**config.mk**
```make
export PLATFORM = sky130hd
export DESIGN_NAME = rv_core
export DESIGN_NICKNAME = d
export VERILOG_FILES = /design/src/design/rv_pkg.sv /design/src/design/rv_decode_if.sv /design/src/design/rv_core.sv /design/src/design/rv_retire.sv /design/src/design/rv_execute.sv /design/src/design/rv_regfile.sv /design/src/design/rv_decode.sv
export SDC_FILE = /design/constraint.sdc
export NUM_CORES = 2
export LEC_CHECK = 0
export ABC_AREA = 0
export BUFFER_PORTS_ARGS = -buffer_cell sky130_fd_sc_hd__buf_2
export CORE_MARGIN = 4
export CORE_UTILIZATION = 25
export DETAILED_ROUTE_END_ITERATION = 8
export SYNTH_ARGS = -nofsm -noshare
export SYNTH_HDL_FRONTEND = slang
export SYNTH_SLANG_ARGS = --single-unit
```
**constraint.sdc**
```tcl
create_clock -name clk -period 20.4 [get_ports clk]
set_input_delay 3.06 -clock clk [delete_from_list [all_inputs] [get_ports clk]]
set_output_delay 3.06 -clock clk [all_outputs]
set_load 0.03 [all_outputs]
```
**src/design/rv_pkg.sv**
```systemverilog
package rv_pkg;

  // datapath widths
  localparam int xlen = 32;
  localparam int num_regs = 32;

  typedef logic [xlen-1:0] word_t;
  typedef logic [$clog2(num_regs)-1:0] reg_idx_t;
  typedef logic [6:0] opcode_t;

  // major opcodes of the kept instruction groups
  localparam opcode_t op_lui     = 7'b01_101_11;
  localparam opcode_t op_reg_imm = 7'b00_100_11;
  localparam opcode_t op_reg_reg = 7'b01_100_11;
  localparam opcode_t op_branch  = 7'b11_000_11;
  localparam opcode_t op_jal     = 7'b11_011_11;
  localparam opcode_t op_environ = 7'b11_100_11;

  // alu funct3, shared by the immediate and register groups
  localparam logic [2:0] f3_add  = 3'b000; // also sub
  localparam logic [2:0] f3_sll  = 3'b001;
  localparam logic [2:0] f3_slt  = 3'b010;
  localparam logic [2:0] f3_sltu = 3'b011;
  localparam logic [2:0] f3_xor  = 3'b100;
  localparam logic [2:0] f3_srl  = 3'b101; // also sra
  localparam logic [2:0] f3_or   = 3'b110;
  localparam logic [2:0] f3_and  = 3'b111;

  // branch funct3, 010 and 011 are unused
  localparam logic [2:0] f3_beq  = 3'b000;
  localparam logic [2:0] f3_bne  = 3'b001;
  localparam logic [2:0] f3_blt  = 3'b100;
  localparam logic [2:0] f3_bge  = 3'b101;
  localparam logic [2:0] f3_bltu = 3'b110;
  localparam logic [2:0] f3_bgeu = 3'b111;

  localparam logic [6:0] alt_funct7 = 7'b0100000; // selects sub and sra

  // what retire and execute need to know about an instruction
  typedef enum logic [2:0] {
    class_illegal,
    class_lui,
    class_alu_imm,
    class_alu_reg,
    class_branch,
    class_jal,
    class_halt
  } op_class_t;

  localparam word_t pc_step  = 32'd4;
  localparam word_t reset_pc = 32'd0;

endpackage
```
**src/design/rv_decode_if.sv**
```systemverilog
`timescale 1ns/100ps

// one decoded instruction, fanned out from decode to the other stages
interface rv_decode_if import rv_pkg::*; ();

  op_class_t  op_class;
  reg_idx_t   rd;
  reg_idx_t   rs1;
  reg_idx_t   rs2;
  logic [2:0] funct3;
  logic       alt;      // instruction bit 30
  word_t      imm;      // already sign extended for its format

  modport dec (output op_class, rd, rs1, rs2, funct3, alt, imm);

  modport rf (input rs1, rs2);

  modport ex (input op_class, funct3, alt, imm);

  modport ret (input op_class, rd, imm);

endinterface

```
**src/design/rv_core.sv**
```systemverilog
`timescale 1ns/100ps

module rv_core import rv_pkg::*; (
  input  logic     clk,
  input  logic     rst,
  input  word_t    insn,
  output word_t    pc,
  output logic     halt,
  output logic     wb_en,
  output reg_idx_t wb_rd,
  output word_t    wb_data
);

  word_t rs1_data;
  word_t rs2_data;
  word_t alu_result;
  logic  branch_taken;

  rv_decode_if dec_if ();

  rv_decode decode_i (
    .insn (insn),
    .d    (dec_if)
  );

  rv_regfile regfile_i (
    .clk      (clk),
    .rst      (rst),
    .d        (dec_if),
    .rs1_data (rs1_data),
    .rs2_data (rs2_data),
    .wb_en    (wb_en),
    .wb_rd    (wb_rd),
    .wb_data  (wb_data)
  );

  rv_execute execute_i (
    .d            (dec_if),
    .rs1_data     (rs1_data),
    .rs2_data     (rs2_data),
    .alu_result   (alu_result),
    .branch_taken (branch_taken)
  );

  rv_retire retire_i (
    .clk          (clk),
    .rst          (rst),
    .d            (dec_if),
    .alu_result   (alu_result),
    .branch_taken (branch_taken),
    .pc           (pc),
    .halt         (halt),
    .wb_en        (wb_en),
    .wb_rd        (wb_rd),
    .wb_data      (wb_data)
  );

endmodule

```
**src/design/rv_retire.sv**
```systemverilog
`timescale 1ns/100ps

module rv_retire import rv_pkg::*; (
  input  logic     clk,
  input  logic     rst,
  rv_decode_if.ret d,
  input  word_t    alu_result,
  input  logic     branch_taken,
  output word_t    pc,
  output logic     halt,
  output logic     wb_en,
  output reg_idx_t wb_rd,
  output word_t    wb_data
);

  word_t pc_plus4;
  word_t pc_target;
  word_t next_pc;
  logic  writes_rd;

  assign pc_plus4  = pc + pc_step;
  assign pc_target = pc + d.imm;  // b or j offset

  assign writes_rd = d.op_class inside {class_lui, class_alu_imm, class_alu_reg, class_jal};

  // illegal words fall through here as a no-op
  assign wb_en   = writes_rd && (d.rd != '0) && !halt && !rst;
  assign wb_rd   = d.rd;

  always_comb begin
    case (d.op_class)
      class_lui: wb_data = d.imm;
      class_jal: wb_data = pc_plus4;  // link address
      default:   wb_data = alu_result;
    endcase
  end

  always_comb begin
    if (halt || d.op_class == class_halt) begin
      next_pc = pc;  // park on the ecall
    end else if (branch_taken || d.op_class == class_jal) begin
      next_pc = pc_target;
    end else begin
      next_pc = pc_plus4;
    end
  end

  always_ff @(posedge clk) begin
    if (rst) begin
      pc   <= reset_pc;
      halt <= 1'b0;
    end else begin
      pc <= next_pc;
      if (d.op_class == class_halt) halt <= 1'b1;  // sticky until reset
    end
  end

endmodule

```
**src/design/rv_execute.sv**
```systemverilog
`timescale 1ns/100ps

module rv_execute import rv_pkg::*; (
  rv_decode_if.ex d,
  input  word_t   rs1_data,
  input  word_t   rs2_data,
  output word_t   alu_result,
  output logic    branch_taken
);

  word_t      op_b;
  logic [4:0] shamt;
  logic       sub_sel;
  word_t      sra_val;
  logic       cond;

  assign op_b  = (d.op_class == class_alu_imm) ? d.imm : rs2_data;
  assign shamt = op_b[4:0];

  // addi has no subtract form, bit 30 there is just immediate
  assign sub_sel = d.alt && (d.op_class == class_alu_reg);

  // kept on its own so the shift stays signed
  assign sra_val = $signed(rs1_data) >>> shamt;

  always_comb begin
    case (d.funct3)
      f3_add:  alu_result = sub_sel ? rs1_data - op_b : rs1_data + op_b;
      f3_sll:  alu_result = rs1_data << shamt;
      f3_slt:  alu_result = {{(xlen-1){1'b0}}, $signed(rs1_data) < $signed(op_b)};
      f3_sltu: alu_result = {{(xlen-1){1'b0}}, rs1_data < op_b};
      f3_xor:  alu_result = rs1_data ^ op_b;
      f3_srl:  alu_result = d.alt ? sra_val : rs1_data >> shamt;  // srai has bit 30 set too
      f3_or:   alu_result = rs1_data | op_b;
      default: alu_result = rs1_data & op_b;
    endcase
  end

  // branch comparator, always against rs2
  always_comb begin
    case (d.funct3)
      f3_beq:  cond = rs1_data == rs2_data;
      f3_bne:  cond = rs1_data != rs2_data;
      f3_blt:  cond = $signed(rs1_data) < $signed(rs2_data);
      f3_bge:  cond = $signed(rs1_data) >= $signed(rs2_data);
      f3_bltu: cond = rs1_data < rs2_data;
      f3_bgeu: cond = rs1_data >= rs2_data;
      default: cond = 1'b0;
    endcase
  end

  assign branch_taken = (d.op_class == class_branch) && cond;

endmodule

```
**src/design/rv_regfile.sv**
```systemverilog
`timescale 1ns/100ps

module rv_regfile import rv_pkg::*; (
  input  logic     clk,
  input  logic     rst,
  rv_decode_if.rf  d,
  output word_t    rs1_data,
  output word_t    rs2_data,
  input  logic     wb_en,
  input  reg_idx_t wb_rd,
  input  word_t    wb_data
);

  word_t regs [1:num_regs-1];  // x0 has no storage

  always_ff @(posedge clk) begin
    if (rst) begin
      for (int i = 1; i < num_regs; i++) begin
        regs[i] <= '0;
      end
    end else if (wb_en) begin
      regs[wb_rd] <= wb_data;  // retire keeps wb_rd nonzero
    end
  end

  // asynchronous reads, a write shows up on the next cycle
  assign rs1_data = (d.rs1 == '0) ? '0 : regs[d.rs1];
  assign rs2_data = (d.rs2 == '0) ? '0 : regs[d.rs2];

endmodule

```
**src/design/rv_decode.sv**
```systemverilog
`timescale 1ns/100ps

module rv_decode import rv_pkg::*; (
  input word_t     insn,
  rv_decode_if.dec d
);

  opcode_t    opcode;
  logic [2:0] funct3;
  logic [6:0] funct7;
  word_t      imm_i;
  word_t      imm_b;
  word_t      imm_j;
  word_t      imm_u;

  assign opcode = insn[6:0];
  assign funct3 = insn[14:12];
  assign funct7 = insn[31:25];

  assign d.rd     = insn[11:7];
  assign d.rs1    = insn[19:15];
  assign d.rs2    = insn[24:20];
  assign d.funct3 = funct3;
  assign d.alt    = insn[30];

  // immediates per format, bit 31 is always the sign
  assign imm_i = {{20{insn[31]}}, insn[31:20]};
  assign imm_b = {{19{insn[31]}}, insn[31], insn[7], insn[30:25], insn[11:8], 1'b0};
  assign imm_j = {{11{insn[31]}}, insn[31], insn[19:12], insn[20], insn[30:21], 1'b0};
  assign imm_u = {insn[31:12], 12'b0};

  always_comb begin
    d.op_class = class_illegal;
    d.imm = imm_i;
    case (opcode)
      op_lui: begin
        d.op_class = class_lui;
        d.imm = imm_u;
      end
      op_reg_imm: begin
        d.op_class = class_alu_imm;
        if (funct3 == f3_sll && funct7 != 7'd0) begin
          d.op_class = class_illegal;
        end
        if (funct3 == f3_srl && funct7 != 7'd0 && funct7 != alt_funct7) begin
          d.op_class = class_illegal;  // only srli and srai exist here
        end
      end
      op_reg_reg: begin
        if (funct7 == 7'd0) begin
          d.op_class = class_alu_reg;
        end else if (funct7 == alt_funct7 && (funct3 == f3_add || funct3 == f3_srl)) begin
          d.op_class = class_alu_reg;  // sub or sra
        end
      end
      op_branch: begin
        d.imm = imm_b;
        if (funct3 != 3'b010 && funct3 != 3'b011) begin
          d.op_class = class_branch;
        end
      end
      op_jal: begin
        d.op_class = class_jal;
        d.imm = imm_j;
      end
      op_environ: begin
        if (insn[31:7] == 25'd0) begin
          d.op_class = class_halt;  // ecall, anything else in this group is illegal
        end
      end
      default: d.op_class = class_illegal;
    endcase
  end

endmodule

```
======== Word level (Yosys, flattened, before mapping) ========
Memories as Yosys holds them, arrays and structs flattened.
Index checks and enable logic that the tools add are counted.
storage, ports and cells
  bits in writable memories ............... 992
  memories ................................ 1
  register bits after elaboration ......... 33
memory list
  memory          depth  width  rd ports  clocked after memory_dff  write ports  RTL line          RTL
  regfile_i.regs  31     32     2         0                         31           rv_regfile.sv:14  word_t regs [1:num_regs-1];
operators by class
  muxes and demuxes ....................... 25
  shifts and indexed selects .............. 3
  reduce and logical (&&, ||, !) cells .... 24
  add/subtract/negate cells ............... 4
  $lt $le $gt $ge ......................... 6
  bitwise logic cells ..................... 3
  equal/unequal tests ..................... 25
operators by type and width
  cell                                                  count
  2-to-1 mux 32 bit                                     7
  one-hot mux 32 bit (7 select lines)                   1
  < comparator 32 bit                                   4
  one-hot mux 31 bit (3 select lines)                   1
  adder 32 bit                                          2
  >= comparator 32 bit                                  2
  one-hot mux 32 bit (2 select lines)                   1
  adder 32 x 3 -> 32 bit (second input constant)        1
  bitwise AND 32 bit                                    1
  equality test 32 bit                                  1
  != test 32 bit                                        1
  OR 32 bit                                             1
  OR reduction 32 bit                                   1
  << shifter 32 x 5 -> 32 bit                           1
  right shift 32 x 5 -> 32 bit                          1
  >>> shifter 32 x 5 -> 32 bit                          1
  subtractor 32 bit                                     1
  XOR 32 bit                                            1
  logical NOT 25 bit                                    1
  equality test 3 bit (second input constant)           7
  equality test 7 x 6 -> 1 bit (second input constant)  3
  equality test 7 bit (second input constant)           3
  one-hot mux 3 bit (6 select lines)                    1
  equality test 3 x 2 -> 1 bit (second input constant)  4
  18 further kinds                                      42

======== Depth between registers and ports, before layout ========
  word-level depth ........................ 16
  depth in mapped cells ................... 27
  mapped depth without buffers ............ 22

======== Hierarchy ========
A second synthesis with hierarchy kept.
unflattened totals
  cells, all modules ...................... 5902
  area total of the unflattened synthesis .. 69341.5 um2
by module, submodules not included
  module      seq. area each (um2)  instances  area each (um2)  cells an instance
  rv_regfile  30749.5               1          54165.7          3506
  rv_execute  0.0                   1          9801.9           1624
  rv_retire   660.6                 1          4679.5           667
  rv_decode   0.0                   1          694.4            105

======== Least setup slack after synthesis ========
Ideal clock, no wire load.
  kind .................................... input to output
  start ................................... in insn[20]
  end ..................................... out wb_data[30]
  cell stages on the path ................. 27
  data required time ...................... 17.340 ns
  setup slack ............................. 8.029 ns
  path buffers ............................ 9
  data arrival time ....................... 9.311 ns
  cells stage by stage .................... buf_4 buf_6 buf_6 buf_2 clkbuf_1 buf_2 buf_1 mux4_2 mux4_2 nand2_1 nand2_1 nand2_1 o21ai_0 ha_1 clkbuf_1 inv_1 a21o_1 a221oi_1 a21boi_0 a221o_1 a21oi_1 o221ai_1 or3_1 a21oi_1 nor4_2 buf_2 nor2_1
on the way
  longest elaborated chain between the ends .. 9
ends and longest elaborated chain
  element                                      RTL line                            RTL
  start, declared                              rv_core.sv:6                        input word_t insn,
  logical NOT 25 bit                           rv_decode.sv:67                     if (insn[31:7] == 25'd0) begin
  2-to-1 mux 3 bit                             rv_decode.sv:67
  one-hot mux 3 bit (6 select lines)           rv_decode.sv:35                     case (opcode)
  equality test 3 x 2 -> 1 bit                 rv_execute.sv:17                    assign op_b = (d.op_class == class_alu_imm) ? d.imm : rs2_data;
  2-to-1 mux 32 bit                            rv_execute.sv:17
  adder 32 bit (tied with other cells)         rv_execute.sv:28                    f3_add: alu_result = sub_sel ? rs1_data - op_b : rs1_data + op_b;
  2-to-1 mux 32 bit, on equally long branches  rv_execute.sv:28, rv_execute.sv:33
  one-hot mux 32 bit (7 select lines)          rv_execute.sv:27                    case (d.funct3)
  one-hot mux 32 bit (2 select lines) (*)      rv_retire.sv:31                     case (d.op_class)
  end, declared                                rv_core.sv:11                       output word_t wb_data
Every way passes the cells marked *; elsewhere a longest branch is shown, timed or not.

======== Worst setup path after layout ========
  start ................................... in insn[20]
  end ..................................... out wb_data[27]
The elaborated chain is that of the path after synthesis.

==> out/results.tsv <==
stage	metric	value	unit
setup_path	Slowest cell on crit path	a2111oi_0	
clock_network	H-tree depth	3	
routing	initial drt markers	9967	
clock_network	Clock Tree Root	clkbuf_16	
run_status	run status	complete, no violations	
global_routing	pin count of the biggest net entering global routing	121	
power_and_ir_drop	Comb power frac	0.281	
yosys	Synth Area in Simple Gates	0.1387	
clock_network	Post-CTS Resized	0	
cells_and_area	share of cells above drive strength 1	0.1894	
place	PortBufs	104	
yosys	ranking of synthesized cells by area	edfxtp_1, mux4_2, nor2_1	
cells_and_area	Nets	6105	
sta	Tmin final	15.34	ns
global_routing	GRT Total Usage	0.2266	
power_and_ir_drop	Leakage	27.25	nW
clock_network	clk_lat worst skew	0.80	ns
setup_path	critical path endpoint category	output pin	
floorplan	Die Y-Extent	531.0	um
yosys	leading area contributor after synthesis	edfxtp_1	
yosys	Synth Area in XOR/XNOR	0.008324	
sta	worst rel slew slack	0.1061	
sta	Hold Vio Cnt, Final	0	
power_and_ir_drop	P_int	4.020	mW
clock_network	Sink Count	1057	
floorplan	overall die area	0.2820	mm2
place	DP Wirelength	216.2	mm
global_routing	initial antenna violation count	28	
sta	final setup violation count	0	
yosys	post-synthesis adder-cell area fraction	0.03125	
clock_network	CTS clock-pin slew for the worst setup and hold paths	0.05	ns
place	GP Congestion	1.011	
routing	DRT antenna net count	0	
floorplan	DIE WIDTH	531.0	um
yosys	Post-synth EDFFs	1024	
power_and_ir_drop	Pwr Density	81.56	mW/mm2
yosys	Post-synth top flop	edfxtp_1	
worst_hold_path	worst min-delay path class	reg -> reg	
global_routing	first-pass GRT wire length	451.2	mm
sta	Setup TNS Final	0	ns
clock_network	CTS max path bufs	3	
setup_path	Critical Path Start Type	input pin	
setup_path	cells on worst reg2reg path	19	
yosys	synth cell count leaders	nor2_1, edfxtp_1, mux4_2, nand2_1, nor3_1	
sta	fin crit share	0.7519	
yosys	asr flop ratio synth	0	
clock_network	Hold-fix buffers, CTS	0	
run	Max-cap violations	0	
yosys	Syn Area/Cell	11.34	um2
power_and_ir_drop	sequential power share	0.403	
cells_and_area	filler cell count	27950	
sta	Worst Tran Pin Value	1.332	ns
setup_path	worst-path maximum fanout	43	
floorplan	FP Rows	191	
power_and_ir_drop	Psw	2.204	mW
routing	first-pass iteration count of the detailed router	9	
sta	fin. max-slew vios	0	
floorplan	# IOs	105	
yosys	cell with the most instances after synthesis	nor2_1	
clock_network	CTS tree	built	
yosys	register area share after synthesis	0.4593	
setup_path	CP dominant cell by count	nand2_1	
yosys	post-synthesis mux area share	0.2005	
yosys	Yosys reg bits	1057	
power_and_ir_drop	switching portion of total power	0.3541	
yosys	post-synthesis compound-gate area fraction	0.1122	
global_routing	vias in the first global route	55060	
clock_network	post-CTS setup buffers	0	
floorplan	Initial Utilization	0.2519	
setup_path	Crit path required time	17.34	ns
routing	vias	57710	
cells_and_area	final core utilization	0.2811	
routing	# DRC	0	
setup_path	Setup Crit Path Kind	in -> out	
setup_path	Crit path largest cell delay	1.08	ns
yosys	synth unique cells	111	
yosys	largest family of logic cells by synthesized area	multiplexers	
power_and_ir_drop	power share of the clock group	0.316	
global_routing	gr ovfl total	0	
sta	final clock skew	0.07962	ns
yosys	share of Yosys cell area claimed by the top area cell type	0.4496	
worst_hold_path	WHS Path Cells	2	
routing	drt total wl	331.7	mm
routing	vias per cell	6.026	
power_and_ir_drop	VDD IR-drop max	0.07704	mV
clock_network	TritonCTS Buffers	110	
setup_path	crit path DAT	12.28	ns
sta	max frequency	65.20	MHz
yosys	Post-Syn Area	0.06839	mm2
yosys	Syn Inst Count	6033	
routing	WL/cell	34.63	um
setup_path	CP cell instances	buf_8, buf_4, buf_4, mux4_2, mux4_2, nand2_1, nand2_1, nand2_1, o21ai_0, ha_1, nand2_1, o21ai_0, nand3_1, a2111oi_0, o21ai_0, a21oi_1, nor2_1, a21oi_1, xnor2_1, a211oi_4, buf_4, nor2_1, buf_2	
sta	unrepaired setup endpoints after global routing	no	
cells_and_area	area added between synthesis and finish	11.57	%
yosys	Ys Warns	0	
floorplan	Core ar.	0.2715	mm2
-- area by class of cell --
cell class / count / area (um2) / share of cell area
Clock inverter: 60 / 515.5 / 0.006756
Tap cell: 3570 / 4467 / 0.05854
Multi-Input combinational cell: 4287 / 34330 / 0.4499
Clock buffer: 138 / 2879 / 0.03773
Sequential cell: 1057 / 31410 / 0.4117
Timing Repair Buffer: 300 / 2102 / 0.02755
Inverter: 146 / 549.3 / 0.007199
Antenna cell: 19 / 47.55 / 0.0006231
-- state kept, by name, summed over array words and instances (netlist names) --
name            cells
regfile_i.regs   1024
retire_i.pc        32
retire_i.halt       1
-- worst paths after layout --
path                                                    startpoint                               to  slack [ns]
worst max-delay path                                      insn[20]                      wb_data[27]        5.06
worst min-delay path                  retire_i.pc[31]$_SDFFE_PP0N_     retire_i.pc[31]$_SDFFE_PP0N_        0.52
worst max register to register  regfile_i.regs[1][4]$_SDFFCE_PN0P_  regfile_i.regs[0][27]$_DFFE_PP_       12.61
worst min register to register        retire_i.pc[31]$_SDFFE_PP0N_     retire_i.pc[31]$_SDFFE_PP0N_        0.52
-- power groups by stage --
stage / clock, mW / combinational (mW) / sequential [mW]
6_report: 1.97 / 1.75 / 2.51
5_1_grt: 2.07 / 1.79 / 2.51
4_1_cts: 1.97 / 1.68 / 2.51
3_5_place_dp: 0 / 1.68 / 2.55
3_3_place_gp: 0 / 1.69 / 2.55
2_1_floorplan: 0 / 1.01 / 2.53
-- cells by family after synthesis --
logic type	Yosys count
mux	775
simple gates	2132
other cells	1
xor+xnor	65
buf+inv	720
flops	1057
fa+ha+maj	169
compound gates	1114
-- metal layers --
| layer | vias up | GRT usage | wire (um) |
|---|---|---|---|
| met4 | 12 | 0.1100 | 19880 |
| met5 | - | 0 | 71 |
| met1 | 29120 | 0.2931 | 123100 |
| met2 | 4840 | 0.3353 | 141400 |
| met3 | 1054 | 0.08093 | 47290 |
| li1 | 22680 | - | - |
-- cell usage in the layout (no fill, tap or decap), drive strengths merged, types with 39 or more instances in the layout --
cell type	count
o21ai	238
clkbuf	139
nand2b	59
nor3	291
xnor2	45
a22oi	118
a21oi	223
nand2	384
clkinv	53
a21o	39
a31oi	51
ha	166
inv	145
nor2b	39
mux2i	266
nor2	1035
mux4	471
a211oi	79
buf	299
nand3	117
edfxtp	1024
o22ai	47
-- stage by stage --
step	cell area, um2	std cells	hold slack, ns	worst slack, ns	power [mW]
2_1_floorplan	68500	6064	0.6207	8.029	3.540
3_3_place_gp	72860	9360	0.5026	5.255	4.231
3_5_place_dp	72860	9360	0.5055	5.326	4.229
4_1_cts	76250	9558	0.5139	5.306	6.164
5_1_grt	76250	9559	0.5845	4.723	6.372
6_report	76300	9577	0.5183	5.062	6.223
-- worst max-delay path, delay by kind of cell --
family	cells	cell delay, ns
buffers and inverters	5	2.60
xor gates and xnor gates	1	0.15
adders and majority gates	1	0.50
AOI/OAI and AO/OA	7	2.94
and+or+nand+nor	7	1.52
muxes	2	1.09
Power figures use the tool's default switching activity.
